### config.mk
export PLATFORM = sky130hd
export DESIGN_NAME = fadd_scalar_dp
export DESIGN_NICKNAME = d
export VERILOG_FILES = /design/src/verilog/fadd_fmt_pkg.sv /design/src/verilog/fadd_op_pkg.sv /design/src/verilog/fadd_src_if.sv /design/src/verilog/fadd_ex1_decode.sv /design/src/verilog/fadd_src_classify.sv /design/src/verilog/fadd_cmp_sel.sv /design/src/verilog/fadd_scalar_dp.sv
export VERILOG_INCLUDE_DIRS = /design/src /design/src/verilog
export SDC_FILE = /design/constraint.sdc
export NUM_CORES = 1
export LEC_CHECK = 0
export ABC_AREA = 1
export BUFFER_PORTS_ARGS = -buffer_cell sky130_fd_sc_hd__buf_2
export CAP_MARGIN = 20
export CORE_UTILIZATION = 30
export DETAILED_ROUTE_END_ITERATION = 7
export PLACE_DENSITY_LB_ADDON = 0.05
export SETUP_SLACK_MARGIN = 0.1
export SYNTH_ARGS = -nofsm -noshare
export SYNTH_HDL_FRONTEND = slang
export SYNTH_SLANG_ARGS = --single-unit
### constraint.sdc
create_clock -name fadd_ex1_pipe_clk -period 7 [get_ports fadd_ex1_pipe_clk]
set_input_delay 1.4 -clock fadd_ex1_pipe_clk [delete_from_list [all_inputs] [get_ports fadd_ex1_pipe_clk]]
set_output_delay 1.4 -clock fadd_ex1_pipe_clk [all_outputs]
set_load 0.1 [all_outputs]
### src/verilog/fadd_config.svh
/*
 * fadd scalar compare datapath configuration
 * widths, function-word bit positions and compare codes
 */
`ifndef FADD_CONFIG_SVH
`define FADD_CONFIG_SVH

`default_nettype none

// operand and function word widths
`define FADD_XLEN     64
`define FADD_FUNC_W   20

// function word bit positions
`define FADD_FUNC_ADD 12
`define FADD_FUNC_SUB 11
`define FADD_FUNC_CMP 10
`define FADD_FUNC_MAX 9
`define FADD_FUNC_MIN 8
`define FADD_FUNC_SGL 15
`define FADD_FUNC_DBL 16
`define FADD_FUNC_SIG 4

// compare codes in func[3:0]
`define FADD_CMP_FEQ  4'b0010
`define FADD_CMP_FLT  4'b0100
`define FADD_CMP_FLE  4'b0110
`define FADD_CMP_FNE  4'b1000

`default_nettype wire

`endif

### src/verilog/fadd_fmt_pkg.sv
/*
 * fadd format package
 * format enum, single/double operand views and operand class
 */
`include "fadd_config.svh"
`default_nettype none

package fadd_fmt_pkg;

  typedef enum logic [1:0] {
    fmt_none   = 2'd0,
    fmt_single = 2'd1,
    fmt_double = 2'd2
  } fadd_fmt_e;

  // ieee double layout
  typedef struct packed {
    logic        sign;
    logic [10:0] exp;
    logic [51:0] frac;
  } fadd_dbl_t;

  // single sits in the low word, upper bits ignored
  typedef struct packed {
    logic [`FADD_XLEN-33:0] unused;
    logic                   sign;
    logic [7:0]             exp;
    logic [22:0]            frac;
  } fadd_sgl_t;

  typedef union packed {
    fadd_dbl_t dbl;
    fadd_sgl_t sgl;
  } fadd_operand_u;

  typedef struct packed {
    logic snan;
    logic qnan;
    logic inf;
    logic zero;
  } fadd_class_t;

endpackage

`default_nettype wire

### src/verilog/fadd_op_pkg.sv
/*
 * fadd operation package
 * compare kind and the decoded operation carried into ex2
 */
`default_nettype none

package fadd_op_pkg;

  import fadd_fmt_pkg::*;

  typedef enum logic [2:0] {
    cmp_none = 3'd0,
    cmp_feq  = 3'd1,
    cmp_flt  = 3'd2,
    cmp_fle  = 3'd3,
    cmp_fne  = 3'd4
  } fadd_cmp_e;

  // decoded operation, one flag per function
  typedef struct packed {
    logic      add;
    logic      sub;
    logic      cmp;
    logic      max;
    logic      min;
    // raise invalid on qnan too, compare only
    logic      signal;
    fadd_cmp_e cmp_kind;
    fadd_fmt_e fmt;
  } fadd_op_t;

endpackage

`default_nettype wire

### src/verilog/fadd_src_if.sv
/*
 * fadd source operand interface
 * one classified ex2 operand from a classifier to the compare unit
 */
`include "fadd_config.svh"
`default_nettype none
`timescale 1ns/1ps

interface fadd_src_if;

  // operand value, single already zero-extended
  logic [`FADD_XLEN-1:0] value;

  // operand class
  logic snan;
  logic qnan;
  logic inf;
  logic zero;

  modport prod (
    output value, snan, qnan, inf, zero
  );

  modport cons (
    input value, snan, qnan, inf, zero
  );

endinterface

`default_nettype wire

### src/verilog/fadd_ex1_decode.sv
/*
 * fadd ex1 function decode
 * splits the function word into operation flags, compare kind and
 * format, and registers the operation into ex2 on issue
 */
`include "fadd_config.svh"
`default_nettype none
`timescale 1ns/1ps

module fadd_ex1_decode
  import fadd_fmt_pkg::*;
  import fadd_op_pkg::*;
(
  input  logic                    fadd_ex1_pipe_clk,
  input  logic                    rst_n,
  input  logic                    in_vld,
  input  logic [`FADD_FUNC_W-1:0] func,
  output fadd_op_t                op_ex2,
  output logic                    vld_ex2,
  output fadd_fmt_e               fmt_ex1
);

  fadd_op_t  op_ex1;
  fadd_cmp_e cmp_kind_ex1;

  // ==========================================================================
  // ex1 decode
  // ==========================================================================

  // compare kind only meaningful with the cmp bit
  always_comb begin
    case (func[3:0])
      `FADD_CMP_FEQ: cmp_kind_ex1 = cmp_feq;
      `FADD_CMP_FLT: cmp_kind_ex1 = cmp_flt;
      `FADD_CMP_FLE: cmp_kind_ex1 = cmp_fle;
      `FADD_CMP_FNE: cmp_kind_ex1 = cmp_fne;
      default:       cmp_kind_ex1 = cmp_none;
    endcase
    if (!func[`FADD_FUNC_CMP]) begin
      cmp_kind_ex1 = cmp_none;
    end
  end

  // double wins if both format bits are set
  always_comb begin
    if (func[`FADD_FUNC_DBL]) begin
      fmt_ex1 = fmt_double;
    end else if (func[`FADD_FUNC_SGL]) begin
      fmt_ex1 = fmt_single;
    end else begin
      fmt_ex1 = fmt_none;
    end
  end

  always_comb begin
    op_ex1.add      = func[`FADD_FUNC_ADD];
    op_ex1.sub      = func[`FADD_FUNC_SUB];
    op_ex1.cmp      = func[`FADD_FUNC_CMP];
    op_ex1.max      = func[`FADD_FUNC_MAX];
    op_ex1.min      = func[`FADD_FUNC_MIN];
    op_ex1.signal   = func[`FADD_FUNC_CMP] & func[`FADD_FUNC_SIG];
    op_ex1.cmp_kind = cmp_kind_ex1;
    op_ex1.fmt      = fmt_ex1;
  end

  // ==========================================================================
  // ex2 operation register
  // ==========================================================================

  always_ff @(posedge fadd_ex1_pipe_clk or negedge rst_n) begin
    if (!rst_n) begin
      vld_ex2 <= 1'b0;
    end else begin
      vld_ex2 <= in_vld;
    end
  end

  always_ff @(posedge fadd_ex1_pipe_clk) begin
    if (in_vld) begin
      op_ex2.add <= op_ex1.add;
      op_ex2.sub <= op_ex1.sub;
      op_ex2.cmp <= op_ex1.cmp;
      op_ex2.max <= op_ex1.max;
      op_ex2.min <= op_ex1.min;
      op_ex2.fmt <= op_ex1.fmt;
      // compare fields only move on compare issues
      if (op_ex1.cmp) begin
        op_ex2.signal   <= op_ex1.signal;
        op_ex2.cmp_kind <= op_ex1.cmp_kind;
      end
    end
  end

endmodule

`default_nettype wire

### src/verilog/fadd_src_classify.sv
/*
 * fadd source operand classifier
 * views one source as single or double, flags snan/qnan/inf/zero
 * and registers value and class into ex2
 */
`include "fadd_config.svh"
`default_nettype none
`timescale 1ns/1ps

module fadd_src_classify
  import fadd_fmt_pkg::*;
(
  input  logic                  fadd_ex1_pipe_clk,
  input  logic [`FADD_XLEN-1:0] src,
  input  fadd_fmt_e             fmt_ex1,
  input  logic                  in_vld,
  fadd_src_if.prod              cls
);

  fadd_operand_u         opnd;
  fadd_class_t           cls_ex1;
  logic [`FADD_XLEN-1:0] value_ex1;
  logic                  exp_ones;
  logic                  exp_zero;
  logic                  frac_zero;
  logic                  frac_msb;

  assign opnd = src;

  // field extraction per view, fmt_none falls back to the single view
  always_comb begin
    if (fmt_ex1 == fmt_double) begin
      exp_ones  = &opnd.dbl.exp;
      exp_zero  = ~|opnd.dbl.exp;
      frac_zero = ~|opnd.dbl.frac;
      frac_msb  = opnd.dbl.frac[51];
      value_ex1 = opnd;
    end else begin
      exp_ones  = &opnd.sgl.exp;
      exp_zero  = ~|opnd.sgl.exp;
      frac_zero = ~|opnd.sgl.frac;
      frac_msb  = opnd.sgl.frac[22];
      value_ex1 = {{(`FADD_XLEN-32){1'b0}}, opnd.sgl.sign, opnd.sgl.exp, opnd.sgl.frac};
    end
  end

  // quiet bit is the top fraction bit
  always_comb begin
    cls_ex1.snan = exp_ones & ~frac_zero & ~frac_msb;
    cls_ex1.qnan = exp_ones & ~frac_zero & frac_msb;
    cls_ex1.inf  = exp_ones & frac_zero;
    cls_ex1.zero = exp_zero & frac_zero;
  end

  always_ff @(posedge fadd_ex1_pipe_clk) begin
    if (in_vld) begin
      cls.value <= value_ex1;
      cls.snan  <= cls_ex1.snan;
      cls.qnan  <= cls_ex1.qnan;
      cls.inf   <= cls_ex1.inf;
      cls.zero  <= cls_ex1.zero;
    end
  end

endmodule

`default_nettype wire

### src/verilog/fadd_cmp_sel.sv
/*
 * fadd compare and max/min unit
 * ex2 compare and max/min with nan and signed-zero handling,
 * ex3 result stage, ex4 stage for double max/min
 */
`include "fadd_config.svh"
`default_nettype none
`timescale 1ns/1ps

module fadd_cmp_sel
  import fadd_fmt_pkg::*;
  import fadd_op_pkg::*;
(
  input  logic                  fadd_ex1_pipe_clk,
  input  logic                  rst_n,
  input  fadd_op_t              op_ex2,
  input  logic                  vld_ex2,
  fadd_src_if.cons              a,
  fadd_src_if.cons              b,
  output logic                  ex3_vld,
  output logic                  ex3_gpr_result,
  output logic [`FADD_XLEN-1:0] ex3_fpr_result,
  output logic [4:0]            ex3_fflags,
  output logic                  ex4_vld,
  output logic [`FADD_XLEN-1:0] ex4_fpr_result,
  output logic [4:0]            ex4_fflags
);

  localparam logic [`FADD_XLEN-1:0] cnan_dbl = 64'h7ff8_0000_0000_0000;
  localparam logic [`FADD_XLEN-1:0] cnan_sgl = 64'h0000_0000_7fc0_0000;

  fadd_operand_u         a_u;
  fadd_operand_u         b_u;
  logic                  dbl_ex2;
  logic                  sign_a;
  logic                  sign_b;
  logic [62:0]           mag_a;
  logic [62:0]           mag_b;
  logic                  a_nan;
  logic                  b_nan;
  logic                  any_snan;
  logic                  any_qnan;
  logic                  both_zero;
  logic                  eq_ex2;
  logic                  lt_ex2;
  logic                  cmp_res_ex2;
  logic                  cmp_nv_ex2;
  logic [`FADD_XLEN-1:0] sel_res_ex2;
  logic                  sel_ex2;
  logic                  res_vld_ex2;
  logic                  ex3_go;
  logic                  ex4_go;
  logic                  nv_ex2;
  logic                  nv_ex3;
  logic                  dbl_ex3;
  logic                  nv_ex4;

  // ==========================================================================
  // ex2 operand fields
  // ==========================================================================

  assign a_u     = a.value;
  assign b_u     = b.value;
  assign dbl_ex2 = (op_ex2.fmt == fmt_double);

  assign sign_a = dbl_ex2 ? a_u.dbl.sign : a_u.sgl.sign;
  assign sign_b = dbl_ex2 ? b_u.dbl.sign : b_u.sgl.sign;
  assign mag_a  = dbl_ex2 ? {a_u.dbl.exp, a_u.dbl.frac} : {32'b0, a_u.sgl.exp, a_u.sgl.frac};
  assign mag_b  = dbl_ex2 ? {b_u.dbl.exp, b_u.dbl.frac} : {32'b0, b_u.sgl.exp, b_u.sgl.frac};

  assign a_nan     = a.snan | a.qnan;
  assign b_nan     = b.snan | b.qnan;
  assign any_snan  = a.snan | b.snan;
  assign any_qnan  = a.qnan | b.qnan;
  assign both_zero = a.zero & b.zero;

  // ==========================================================================
  // ex2 compare
  // ==========================================================================

  // +0 and -0 are equal
  assign eq_ex2 = ~(a_nan | b_nan) & (both_zero | (sign_a == sign_b && mag_a == mag_b));

  // sign-magnitude order, not valid for nans
  always_comb begin
    if (both_zero) begin
      lt_ex2 = 1'b0;
    end else if (sign_a != sign_b) begin
      lt_ex2 = sign_a;
    end else if (sign_a) begin
      lt_ex2 = mag_a > mag_b;
    end else begin
      lt_ex2 = mag_a < mag_b;
    end
  end

  always_comb begin
    case (op_ex2.cmp_kind)
      cmp_feq: cmp_res_ex2 = eq_ex2;
      cmp_flt: cmp_res_ex2 = lt_ex2 & ~(a_nan | b_nan);
      cmp_fle: cmp_res_ex2 = (lt_ex2 | eq_ex2) & ~(a_nan | b_nan);
      cmp_fne: cmp_res_ex2 = ~eq_ex2;
      default: cmp_res_ex2 = 1'b0;
    endcase
  end

  // qnan only counts for ordered compares or the signalling variant
  assign cmp_nv_ex2 = any_snan
                    | (any_qnan & ((op_ex2.cmp_kind == cmp_flt)
                                 | (op_ex2.cmp_kind == cmp_fle)
                                 | op_ex2.signal));

  // ==========================================================================
  // ex2 max/min
  // ==========================================================================

  always_comb begin
    if (a_nan && b_nan) begin
      sel_res_ex2 = dbl_ex2 ? cnan_dbl : cnan_sgl;
    end else if (a_nan) begin
      sel_res_ex2 = b.value;
    end else if (b_nan) begin
      sel_res_ex2 = a.value;
    end else if (both_zero) begin
      // min takes the negative zero, max the positive one
      sel_res_ex2 = (op_ex2.min == sign_a) ? a.value : b.value;
    end else begin
      sel_res_ex2 = (op_ex2.min == lt_ex2) ? a.value : b.value;
    end
  end

  // ==========================================================================
  // stage control
  // ==========================================================================

  // add/sub results come from the external adder
  assign sel_ex2     = op_ex2.max | op_ex2.min;
  assign res_vld_ex2 = vld_ex2 & ~(op_ex2.add | op_ex2.sub) & (op_ex2.cmp | sel_ex2);
  assign ex3_go      = res_vld_ex2 & (op_ex2.cmp | ~dbl_ex2);
  assign ex4_go      = res_vld_ex2 & ~op_ex2.cmp & dbl_ex2;
  assign nv_ex2      = op_ex2.cmp ? cmp_nv_ex2 : any_snan;

  always_ff @(posedge fadd_ex1_pipe_clk or negedge rst_n) begin
    if (!rst_n) begin
      ex3_vld <= 1'b0;
      dbl_ex3 <= 1'b0;
      nv_ex3  <= 1'b0;
      ex4_vld <= 1'b0;
      nv_ex4  <= 1'b0;
    end else begin
      ex3_vld <= ex3_go;
      dbl_ex3 <= ex4_go;
      if (ex3_go || ex4_go) begin
        nv_ex3 <= nv_ex2;
      end
      ex4_vld <= dbl_ex3;
      if (dbl_ex3) begin
        nv_ex4 <= nv_ex3;
      end
    end
  end

  // double max/min shares the ex3 register on its way to ex4
  always_ff @(posedge fadd_ex1_pipe_clk) begin
    if (ex3_go || ex4_go) begin
      ex3_fpr_result <= op_ex2.cmp ? {{(`FADD_XLEN-1){1'b0}}, cmp_res_ex2} : sel_res_ex2;
      ex3_gpr_result <= op_ex2.cmp & cmp_res_ex2;
    end
    if (dbl_ex3) begin
      ex4_fpr_result <= ex3_fpr_result;
    end
  end

  // only the invalid flag is ever raised here
  assign ex3_fflags = {nv_ex3, 4'b0};
  assign ex4_fflags = {nv_ex4, 4'b0};

endmodule

`default_nettype wire

### src/verilog/fadd_scalar_dp.sv
/*
 * fadd scalar compare and max/min datapath top
 * decode, one classifier per source and the compare unit
 */
`include "fadd_config.svh"
`default_nettype none
`timescale 1ns/1ps

module fadd_scalar_dp
  import fadd_fmt_pkg::*;
  import fadd_op_pkg::*;
(
  input  logic                    fadd_ex1_pipe_clk,
  input  logic                    rst_n,
  input  logic                    in_vld,
  input  logic [`FADD_FUNC_W-1:0] func,
  input  logic [`FADD_XLEN-1:0]   src0,
  input  logic [`FADD_XLEN-1:0]   src1,
  output logic                    ex3_vld,
  output logic                    ex3_gpr_result,
  output logic [`FADD_XLEN-1:0]   ex3_fpr_result,
  output logic [4:0]              ex3_fflags,
  output logic                    ex4_vld,
  output logic [`FADD_XLEN-1:0]   ex4_fpr_result,
  output logic [4:0]              ex4_fflags
);

  fadd_op_t              op_ex2;
  logic                  vld_ex2;
  fadd_fmt_e             fmt_ex1;
  logic [`FADD_XLEN-1:0] src_ex1 [2];

  fadd_src_if src_if [2] ();

  assign src_ex1[0] = src0;
  assign src_ex1[1] = src1;

  fadd_ex1_decode u_ex1_decode (
    .fadd_ex1_pipe_clk (fadd_ex1_pipe_clk),
    .rst_n             (rst_n),
    .in_vld            (in_vld),
    .func              (func),
    .op_ex2            (op_ex2),
    .vld_ex2           (vld_ex2),
    .fmt_ex1           (fmt_ex1)
  );

  // one classifier per source operand
  for (genvar i = 0; i < 2; i++) begin : g_src
    fadd_src_classify u_src_classify (
      .fadd_ex1_pipe_clk (fadd_ex1_pipe_clk),
      .src               (src_ex1[i]),
      .fmt_ex1           (fmt_ex1),
      .in_vld            (in_vld),
      .cls               (src_if[i])
    );
  end

  fadd_cmp_sel u_cmp_sel (
    .fadd_ex1_pipe_clk (fadd_ex1_pipe_clk),
    .rst_n             (rst_n),
    .op_ex2            (op_ex2),
    .vld_ex2           (vld_ex2),
    .a                 (src_if[0]),
    .b                 (src_if[1]),
    .ex3_vld           (ex3_vld),
    .ex3_gpr_result    (ex3_gpr_result),
    .ex3_fpr_result    (ex3_fpr_result),
    .ex3_fflags        (ex3_fflags),
    .ex4_vld           (ex4_vld),
    .ex4_fpr_result    (ex4_fpr_result),
    .ex4_fflags        (ex4_fflags)
  );

endmodule

`default_nettype wire

## Word level (Yosys, flattened, before mapping)

Index checks and enable logic that the tools add are counted.

| storage, ports and cells | value |
|---|---|
| register bits after elaboration | 280 |
| bits in latches | 0 |
| RAM bits | 0 |
| bits in read-only memories | 0 |
| input bits | 151 |
| output and inout bits | 141 |
| word-level logic and storage cells | 140 |
| memories kept | 0 |

| cells by class | value |
|---|---|
| add/sub/neg operators | 0 |
| multipliers | 0 |
| div/mod/pow operators | 0 |
| order comparisons | 2 |
| eq/ne operators | 15 |
| shifts and indexed selects | 0 |
| mux-type cells | 28 |
| bitwise gates (word level) | 43 |
| reductions and logical operators | 24 |

Operator list:

| operator | number |
|---|---|
| 64-bit 2-to-1 mux | 6 |
| 63-bit 2-to-1 mux | 3 |
| 52-bit OR reduction | 2 |
| 63-bit == test | 1 |
| 63-bit greater-than comparator | 1 |
| 63-bit less-than comparator | 1 |
| 23-bit OR reduction | 2 |
| 11-bit AND reduction | 2 |
| 11-bit OR reduction | 2 |
| 1-bit bitwise AND | 20 |
| 1-bit 2-to-1 mux | 16 |
| 8-bit AND reduction | 2 |
| 8-bit OR reduction | 2 |
| 1-bit bitwise OR | 14 |
| 3-bit case mux with 4 select lines | 1 |
| 1-bit NOT | 9 |
| 4-bit by 3-bit == test with 1-bit output, second input constant | 2 |
| 1-bit zero test | 8 |
| 3-bit by 2-bit == test with 1-bit output, second input constant | 2 |
| 2-bit == test, second input constant | 2 |
| 4-bit by 2-bit == test with 1-bit output, second input constant | 1 |
| 4-bit == test, second input constant | 1 |
| 1-bit case mux with 4 select lines | 1 |
| 1-bit == test | 3 |
| other kinds (7) | 8 |

## Logic depth before layout (Yosys ltp)

Gate-level depths: netlist of the first run.

| logic depth | value |
|---|---|
| depth after elaboration | 13 |
| mapped depth | 27 |
| mapped depth without buffers | 25 |

## Modules after synthesis

Synthesis of the first run repeated with hierarchy kept, for this count alone.

| second synthesis, totals | value |
|---|---|
| cell total of the unflattened synthesis | 1963 |
| area total of the unflattened synthesis | 16943.8 um^2 |

By module, submodules not included:

| module | times used | cells an instance | area each (um^2) | sequential area each (um^2) |
|---|---|---|---|---|
| fadd_cmp_sel | 1 | 1499 | 11180.7 | 3998.8 |
| fadd_src_classify | 2 | 217 | 2666.3 | 2042.0 |
| fadd_ex1_decode | 1 | 30 | 430.4 | 355.3 |

## Least setup slack after synthesis of the first run

No wires, ideal clock.

| path | value |
|---|---|
| path kind | register to register |
| start | register, netlist name u_ex1_decode.op_ex2[8] |
| end | register u_cmp_sel.nv_ex3 |
| library setup time | 0.096 ns |
| arrival | 4.768 ns |
| data required time | 6.904 ns |
| setup slack | 2.136 ns |
| cell stages (with the launch flop) | 5 |
| path buffers | 0 |
| period minus slack after synthesis | 4.864 ns |
| cell sequence | edfxtp_1 inv_1 a31oi_1 inv_1 o21ai_0 |

| between the ends | value |
|---|---|
| word-level cells in the longest chain between the ends | 5 |
| elaborated cells between the ends (all ways) | 9 |
| classes of those cells | mux: 1; bitwise: 7; reduce/logical: 1 |

Ends and longest elaborated chain:

| element | RTL line | RTL |
|---|---|---|
| 1-bit bitwise OR | fadd_cmp_sel.sv:138 | `assign res_vld_ex2 = vld_ex2 & ~(op_ex2.add \| op_ex2.sub) & (op_ex2.cmp \| sel_ex2);` |
| 1-bit bitwise AND | fadd_cmp_sel.sv:138 |  |
| 1-bit bitwise AND (2 in series) | fadd_cmp_sel.sv:140 | `assign ex4_go = res_vld_ex2 & ~op_ex2.cmp & dbl_ex2;` |
| 1-bit logical OR | fadd_cmp_sel.sv:153 | `if (ex3_go \|\| ex4_go) begin` |
| to (signal assigned) | fadd_cmp_sel.sv:154 | `nv_ex3 <= nv_ex2;` |
| to (decl) | fadd_cmp_sel.sv:54 | `logic nv_ex3;` |

Parallel ways exist; a longest one is shown, timed or not.
A chain may end at the register's enable or synchronous reset.

## Worst setup path after layout of the first run

| path | value |
|---|---|
| start | register, netlist name u_ex1_decode.op_ex2[1] |
| end | register u_cmp_sel.ex3_fpr_result[56] (data pin) |

| between the ends | value |
|---|---|
| word-level cells in the longest chain between the ends | 12 |
| elaborated cells between the ends (all ways) | 20 |
| classes of those cells | order compare: 2; eq/ne: 4; mux: 14 |

Ends and longest elaborated chain:

| element | RTL line | RTL |
|---|---|---|
| 2-bit == test (*) | fadd_cmp_sel.sv:64 | `assign dbl_ex2 = (op_ex2.fmt == fmt_double);` |
| 63-bit 2-to-1 mux, on equally long branches | fadd_cmp_sel.sv:68, fadd_cmp_sel.sv:69 |  |
| 63-bit less-than comparator or 63-bit greater-than comparator (tied branches) | fadd_cmp_sel.sv:93, fadd_cmp_sel.sv:91 |  |
| 1-bit 2-to-1 mux | fadd_cmp_sel.sv:90 | `end else if (sign_a) begin` |
| 1-bit 2-to-1 mux | fadd_cmp_sel.sv:88 | `end else if (sign_a != sign_b) begin` |
| 1-bit 2-to-1 mux | fadd_cmp_sel.sv:86 | `if (both_zero) begin` |
| 1-bit == test | fadd_cmp_sel.sv:128 | `sel_res_ex2 = (op_ex2.min == lt_ex2) ? a.value : b.value;` |
| 64-bit 2-to-1 mux | fadd_cmp_sel.sv:128 |  |
| 64-bit 2-to-1 mux | fadd_cmp_sel.sv:124 | `end else if (both_zero) begin` |
| 64-bit 2-to-1 mux | fadd_cmp_sel.sv:122 | `end else if (b_nan) begin` |
| 64-bit 2-to-1 mux | fadd_cmp_sel.sv:120 | `end else if (a_nan) begin` |
| 64-bit 2-to-1 mux (*) | fadd_cmp_sel.sv:118 | `if (a_nan && b_nan) begin` |
| to (signal assigned) | fadd_cmp_sel.sv:166 | `` ex3_fpr_result <= op_ex2.cmp ? {{(`FADD_XLEN-1){1'b0}}, cmp_res_ex2} : sel_res_ex2; `` |
| to (decl) | fadd_cmp_sel.sv:22 | `` output logic [`FADD_XLEN-1:0] ex3_fpr_result, `` |

Mark *: on every way between the ends. The rest lies on a longest branch, timed or not.

==> flow_summary.yaml, run 1 <==
power:
  power.internal_w: 0.00335
  peakVddDrop_mv: 0.138
  clockPowerShare_pct: 36.4
  leakage_nw: 8.71
  powerDensity_nw_per_um2: 255
  sw_frac_of_total_pct: 33.6
  p_seq_share_pct: 40.1
  p_comb_share_pct: 23.5
  p_switching_w: 0.00170
worst_setup_path:
  critical_path_class: "reg2reg"
  slowest_delay_ns: 0.64
  start_kind: "register"
  cp_cell_sequence: "inv_1 -> nor2_4 -> inv_2 -> nor2_1 -> ha_1 -> nand2_1 -> nor2_1 -> nand3_1 -> nor4_1 -> nand2_1 -> nand2_2 -> nand2_4 -> nand3_4 -> buf_4 -> nand3_1 -> nand3_1 -> nand2_1 -> nand2_1 -> a21oi_2"
  cp-end-kind: "register"
  cp_max_fo: 42
  rr_endpoint: "u_cmp_sel.ex3_fpr_result[56]$_SDFFCE_PP0P_"
  cp_common_cell: "nand2_1"
  rr_startpoint: "u_ex1_decode.op_ex2[1]$_DFFE_PP_"
  crit_slowest_cell: "buf_4"
  r2r_slack_ns: 2.42
  reg2reg_depth: 19
  cp_num_buf_inv: 3
  cp.required_ns: 7.25
  crit_family: "simple AND/OR/NAND/NOR gates"
  cp.arrival_ns: 4.83
clocking:
  hold_buffers: 0
  htreeDepth: 2
  root_buffer: "clkbuf_16"
  postCtsSetupRepairBufs: 0
  numCtsBuffers: 35
  clock-sinks: 280
  cts_tree: "built"
  clk_path_buf_depth: 3
  cts-resized-gates: 0
  insertion_delay_ns: 0.55
  clk_pin_slew_ns: 0.06
sta:
  finalClockSkew_ns: 0.0186
  hold_viol: 0
  fin_tns_setup_ns: 0
  rsz0062_at_grt: "false"
  tightest_slew_ns: 1.08
  slew_headroom_pct: 27.6
  finalSetupViolCount: 0
  finalMaxSlewViolations: 0
  holdWs_ns: 0.441
  fmax_mhz: 218
  min_period_ns: 4.58
  period_share_pct: 65.4
route:
  via_count: 13700
  dr.pass1.iters: 5
  wl_met2_mm: 27.3
  wl_mm: 57.0
  highest_layer: "met4"
  wl_met3_mm: 2.53
  vias_per_cell: 4.78
  wl_met1_mm: 25.9
  drc: 0
  drtIter0Drc: 873
  final_antenna_net_count: 0
  wl_per_cell_um: 19.9
placed_design:
  gp_congestion: 0.773
  dp_hpwl_mm: 36.8
  placed_cell_area_um2: 18600
  portBuffers: 275
cells_and_area:
  mostFrequentLayoutCell: "nand2_1"
  area_growth_pct: 18.4
  drive_gt1_share_pct: 23.7
  layout_common_cells: "nand2_1 (490), inv_1 (287), edfxtp_1 (274), buf_2 (274), nand3_1 (136)"
  final_nets: 2312
  final_area_um2: 19800
global_route:
  overflow: 0
  grt_pass1_wl_mm: 85.0
  grt_max_degree: 83
  grt_pass1_vias: 13500
  grt_usage_pct: 20.0
  antenna_found_initial: 0
logic_synthesis:
  avgSynthCellArea_um2: 8.95
  synth_top_area_share_pct: 49.2
  ys_ff_latch: 280
  synth_edf_count: 274
  ys_seq_area_share_pct: 50.1
  syn_area_um2: 16700
  yosysTopAreaCell: "edfxtp_1"
  yosysWarnings: 0
  synthTopCellsByArea: "edfxtp_1 (49%), nand2_1 (11%), inv_1 (6.5%)"
  ys_async_sr_fraction_pct: 2.14
  synth_cell_types: 41
  synth_top_flop_cell: "edfxtp_1"
  synthCells: 1868
die:
  rows: 86
  start_util_pct: 30.4
  pin_count: 292
  fp.dieArea_um2: 56700
  die_y_um: 238
  fp.coreArea_um2: 55100
  chipWidth_um: 238
hold_path:
  worstHoldStart: "u_cmp_sel.ex3_fpr_result[7]$_SDFFCE_PP0P_"
  hold_depth: 0
  hold_end: "u_cmp_sel.ex4_fpr_result[7]$_DFFE_PP_"
  hp-class: "reg2reg"
flow_run:
  maxCapViolCount: 0
status:
  outcome: "complete, no violations"
-- synth_stat cells, types with 2 or more instances --
master	instances
buf_6	19
o21ai_1	3
nand3b_1	2
buf_2	20
nor3_1	11
a21oi_1	106
nand4_1	17
o211ai_1	64
nor4_1	31
nand2_2	5
nand2_1	491
o21a_1	3
a21o_1	3
xor2_1	2
nor2_1	70
a21oi_2	51
ha_1	63
nand3_2	69
inv_1	290
dfrtp_1	6
nand3_1	136
nor2_2	2
nor2_4	3
edfxtp_1	274
buf_4	15
buf_1	7
inv_2	7
nand3_4	2
o21ai_0	32
clkbuf_1	50
nand2_4	4
-- area by class of cell --
cell class	count	area (µm²)
tap	748	936
timing repair buffer	297	1570
clock inverter	14	149
antenna	2	5.00
inverter	297	1120
sequential	280	8380
clock buffer	45	976
fill	5705	35300
multi-input combinational	1187	6670
-- per-layer routing --
layer	GRT usage [%]	vias to the layer above
met3	2.52	69
li1	-	6710
met2	33.8	385
met4	6.35	0
met1	26.7	6557
met5	0	-
-- sequential cells by signal, indices dropped and copies added (netlist names), 2 cells and up --
register,count
g_src.u_src_classify.cls.qnan,2
g_src.u_src_classify.cls.snan,2
g_src.u_src_classify.cls.value,128
g_src.u_src_classify.cls.zero,2
u_cmp_sel.ex3_fpr_result,64
u_cmp_sel.ex4_fpr_result,64
u_ex1_decode.op_ex2,11
-- kinds of logic after synthesis --
family / synth area share (%)
buffers and inverters: 10.5
muxes: 0.0673
and+or+nand+nor: 24.1
adders and majority gates: 4.71
xor gates and xnor gates: 0.105
other: 0.0224
DFF: 50.1
AOI/OAI and AO/OA: 10.4
-- per-stage QoR --
| stage | util, % | total power, W | cells | setup WS (ns) |
|---|---|---|---|---|
| floorplan | - | 0.00293 | 1875 | 2.14 |
| global placement | 33.8 | 0.00325 | 2808 | 2.42 |
| detailed placement | 33.8 | 0.00326 | 2808 | 2.36 |
| CTS | 35.9 | 0.00512 | 2867 | 2.35 |
| global route | 35.9 | 0.00530 | 2868 | 2.06 |
| finish | 35.9 | 0.00505 | 2870 | 2.42 |
-- power groups by stage --
stage | clock network, W | logic (W) | registers [W]
5_1_grt | 0.00195 | 0.00131 | 0.00204
6_report | 0.00184 | 0.00119 | 0.00203
3_3_place_gp | 0 | 0.00118 | 0.00206
2_1_floorplan | 0 | 0.000721 | 0.00221
3_5_place_dp | 0 | 0.00120 | 0.00206
4_1_cts | 0.00189 | 0.00120 | 0.00203
-- how the worst max path moves through the flow --
stage	start	to	slack, ns	cells past startpoint
after floorplan	u_ex1_decode.op_ex2[8]$_DFFE_PP_	u_cmp_sel.nv_ex3$_DFFE_PN0P_	2.14	4
after global placement	u_ex1_decode.op_ex2[1]$_DFFE_PP_	u_cmp_sel.ex3_fpr_result[60]$_SDFFCE_PP0P_	2.42	19
after detailed placement	u_ex1_decode.op_ex2[1]$_DFFE_PP_	u_cmp_sel.ex3_fpr_result[0]$_DFFE_PP_	2.36	20
after CTS	u_ex1_decode.op_ex2[1]$_DFFE_PP_	u_cmp_sel.ex3_fpr_result[0]$_DFFE_PP_	2.35	20
after global routing	u_ex1_decode.op_ex2[1]$_DFFE_PP_	u_cmp_sel.ex3_fpr_result[54]$_SDFFCE_PP0P_	2.06	19
final	u_ex1_decode.op_ex2[1]$_DFFE_PP_	u_cmp_sel.ex3_fpr_result[56]$_SDFFCE_PP0P_	2.42	19
(Power assumes the default switching activity.)
==> run 2: changes to the inputs <==
Settings changed: ABC_AREA 1 to 0.
Clock period 7 ns to 4.4 ns, I/O delays scaled along.
==> flow_summary.yaml, run 2 <==
die:
  pin_count: 292
  fp.dieArea_um2: 42400
  start_util_pct: 30.5
  fp.coreArea_um2: 40900
  die_y_um: 206
  rows: 74
  chipWidth_um: 206
cells_and_area:
  regMostFlops: "g_src.u_src_classify.cls.value"
  diodes: 0
  drive_gt1_share_pct: 30.7
  layout_common_cells: "edfxtp_1 (274), buf_2 (274), and2_1 (101)"
  area_growth_pct: 26.1
  multi_input_area_um2: 3790
  seqCellArea_um2: 8380
  top_regs: "g_src.u_src_classify.cls.value: 128 flops, u_cmp_sel.ex3_fpr_result: 64 flops, u_cmp_sel.ex4_fpr_result: 64 flops"
  num-fill-cells: 4006
  utilization_pct: 38.4
  final_nets: 1389
  instances_no_fill: 1733
  largest_reg_flops: 128
global_route:
  antenna_found_initial: 3
  grt_pass1_vias: 8229
  grt.busiest_layer: "met2"
  gr-usage-met2_pct: 26.0
  met1_usage_pct: 22.0
  overflow: 0
  grt_max_degree: 67
  use_met3_pct: 4.08
  grt_usage_pct: 16.4
  grt_pass1_wl_mm: 50.8
worst_setup_path:
  start_kind: "register"
  cp.required_ns: 4.67
  cp.arrival_ns: 4.35
  cp_max_fo: 24
  critical_path_class: "reg2reg"
  cp-end-kind: "register"
sta:
  finalMaxSlewViolations: 0
  finalClockSkew_ns: 0.0169
  fin_tns_setup_ns: 0
  period_share_pct: 92.7
  slew_headroom_pct: 33.4
  min_period_ns: 4.08
  hold_viol: 0
  rsz0062_at_grt: "false"
  finalSetupViolCount: 0
  fmax_mhz: 245
  tightest_slew_ns: 1.00
  postLayoutSetupSlackWorst_ns: 0.322
power:
  powerDensity_nw_per_um2: 446
  leakage_nw: 5.81
  p_comb_share_pct: 15.3
  p_switching_w: 0.00197
  peakVddDrop_mv: 0.179
  p_seq_share_pct: 45.8
  power.internal_w: 0.00506
  sw_frac_of_total_pct: 28.0
  p_total_w: 0.00702
  clockPowerShare_pct: 38.8
route:
  drc: 0
  vias_per_cell: 4.75
  drtIter0Drc: 398
  wl_mm: 34.8
  final_antenna_net_count: 0
  via_count: 8228
  dr.pass1.iters: 4
  wl_per_cell_um: 20.1
clocking:
  clk_path_buf_depth: 3
  clock-sinks: 280
  root_buffer: "clkbuf_16"
  insertion_delay_ns: 0.53
  cts_tree: "built"
  numCtsBuffers: 35
  htreeDepth: 2
  hold_buffers: 0
  clk_pin_slew_ns: 0.06
logic_synthesis:
  yosysTopAreaCell: "edfxtp_1"
  yosysMostFrequentCell: "edfxtp_1"
  synth_cell_types: 56
  synth_edf_count: 274
  synth_common_cells: "edfxtp_1 (274), and2_1 (101), ha_1 (63)"
  synthCells: 875
  ys_async_sr_fraction_pct: 2.14
  syn_area_um2: 12500
  avgSynthCellArea_um2: 14.3
  synth_top_area_share_pct: 65.9
  ys_ff_latch: 280
  synth_top_flop_cell: "edfxtp_1"
  ys_seq_area_share_pct: 67.1
  yosysWarnings: 0
  synthTopCellsByArea: "edfxtp_1 (66%), ha_1 (6.3%), and2_1 (5.1%)"
placed_design:
  place_ws_ns: 0.0587
  gp_congestion: 0.779
  dp.cells: 1665
  dp_hpwl_mm: 25.6
  portBuffers: 275
hold_path:
  hp-class: "in2async"
status:
  outcome: "complete, no violations"
flow_run:
  maxCapViolCount: 0
-- run 2: worst paths after layout --
kind                                                              endpoint                                        from  slack [ns]  depth (start not counted)
min                                           u_cmp_sel.nv_ex4$_DFFE_PN0P_                                       rst_n        0.18                          1
max in group asynchronous                      u_cmp_sel.dbl_ex3$_DFF_PN0_                                       rst_n        4.06                          1
max                             u_cmp_sel.ex3_fpr_result[26]$_SDFFCE_PP0P_            u_ex1_decode.op_ex2[0]$_DFFE_PP_        0.32                         14
min in group fadd_ex1_pipe_clk      u_cmp_sel.ex4_fpr_result[21]$_DFFE_PP_  u_cmp_sel.ex3_fpr_result[21]$_SDFFCE_PP0P_        0.44                          0
max reg2reg                     u_cmp_sel.ex3_fpr_result[26]$_SDFFCE_PP0P_            u_ex1_decode.op_ex2[0]$_DFFE_PP_        0.32                         14
min reg2reg                         u_cmp_sel.ex4_fpr_result[21]$_DFFE_PP_  u_cmp_sel.ex3_fpr_result[21]$_SDFFCE_PP0P_        0.44                          0
-- run 2: stage by stage --
stage	hold slack (ns)	area [µm²]
final	0.179	15700
after CTS	0.142	15700
after floorplan	0.482	12500
after global placement	0.431	14600
after global routing	0.155	15700
after detailed placement	0.430	14600
-- run 2: power by group through the flow --
stage / Combinational, W / Sequential [W] / Clock [W]
6_report: 0.00108 / 0.00322 / 0.00273
5_1_grt: 0.00117 / 0.00324 / 0.00294
4_1_cts: 0.00109 / 0.00322 / 0.00283
3_5_place_dp: 0.00108 / 0.00327 / 0
3_3_place_gp: 0.00108 / 0.00328 / 0
2_1_floorplan: 0.000474 / 0.00353 / 0
-- run 2: cell type report --
class | instances | share of cell area, %
sequential | 280 | 53.3
multi-input combinational | 524 | 24.1
timing repair buffer | 300 | 10.7
clock buffer | 45 | 6.20
tap | 532 | 4.23
inverter | 34 | 0.811
clock inverter | 18 | 0.692
-- run 2: logic make-up after synthesis --
logic type	Yosys count	share of synthesized area [%]
adder cells (fa/ha/maj)	63	6.32
flip-flops	280	67.1
other	1	0.0301
AND/OR/NAND/NOR	292	13.1
AO/OA/AOI/OAI	154	9.70
multiplexers	6	0.521
XOR/XNOR	1	0.0702
buffers and inverters	78	3.09
-- run 2: what timing repair did --
| action | CTS | global route |
|---|---|---|
| gates resized for setup | 0 | 5 |
| pin swaps | 0 | 1 |
| buffers inserted | 1 | 3 |
| setup endpoints to repair | 14 | 65 |
| cloned | 0 | 1 |
-- run 2: critical path, cell delays in order, from the launching register on --
cell	delay (ns)
edfxtp_1	0.41
nor2b_4	0.25
buf_12	0.19
nand2_1	0.07
ha_1	0.30
nand4_1	0.20
or4_4	0.64
nor4_4	0.27
a22oi_1	0.15
a32o_1	0.26
a21o_1	0.16
o311ai_2	0.31
o21ai_2	0.14
buf_4	0.22
o221a_1	0.24
-- run 2: layer usage --
metal / wire [µm] / up-vias
li1: - / 3985
met1: 15900 / 3976
met2: 16100 / 205
met3: 1890 / 56
met4: 845 / 6
met5: 38 / -
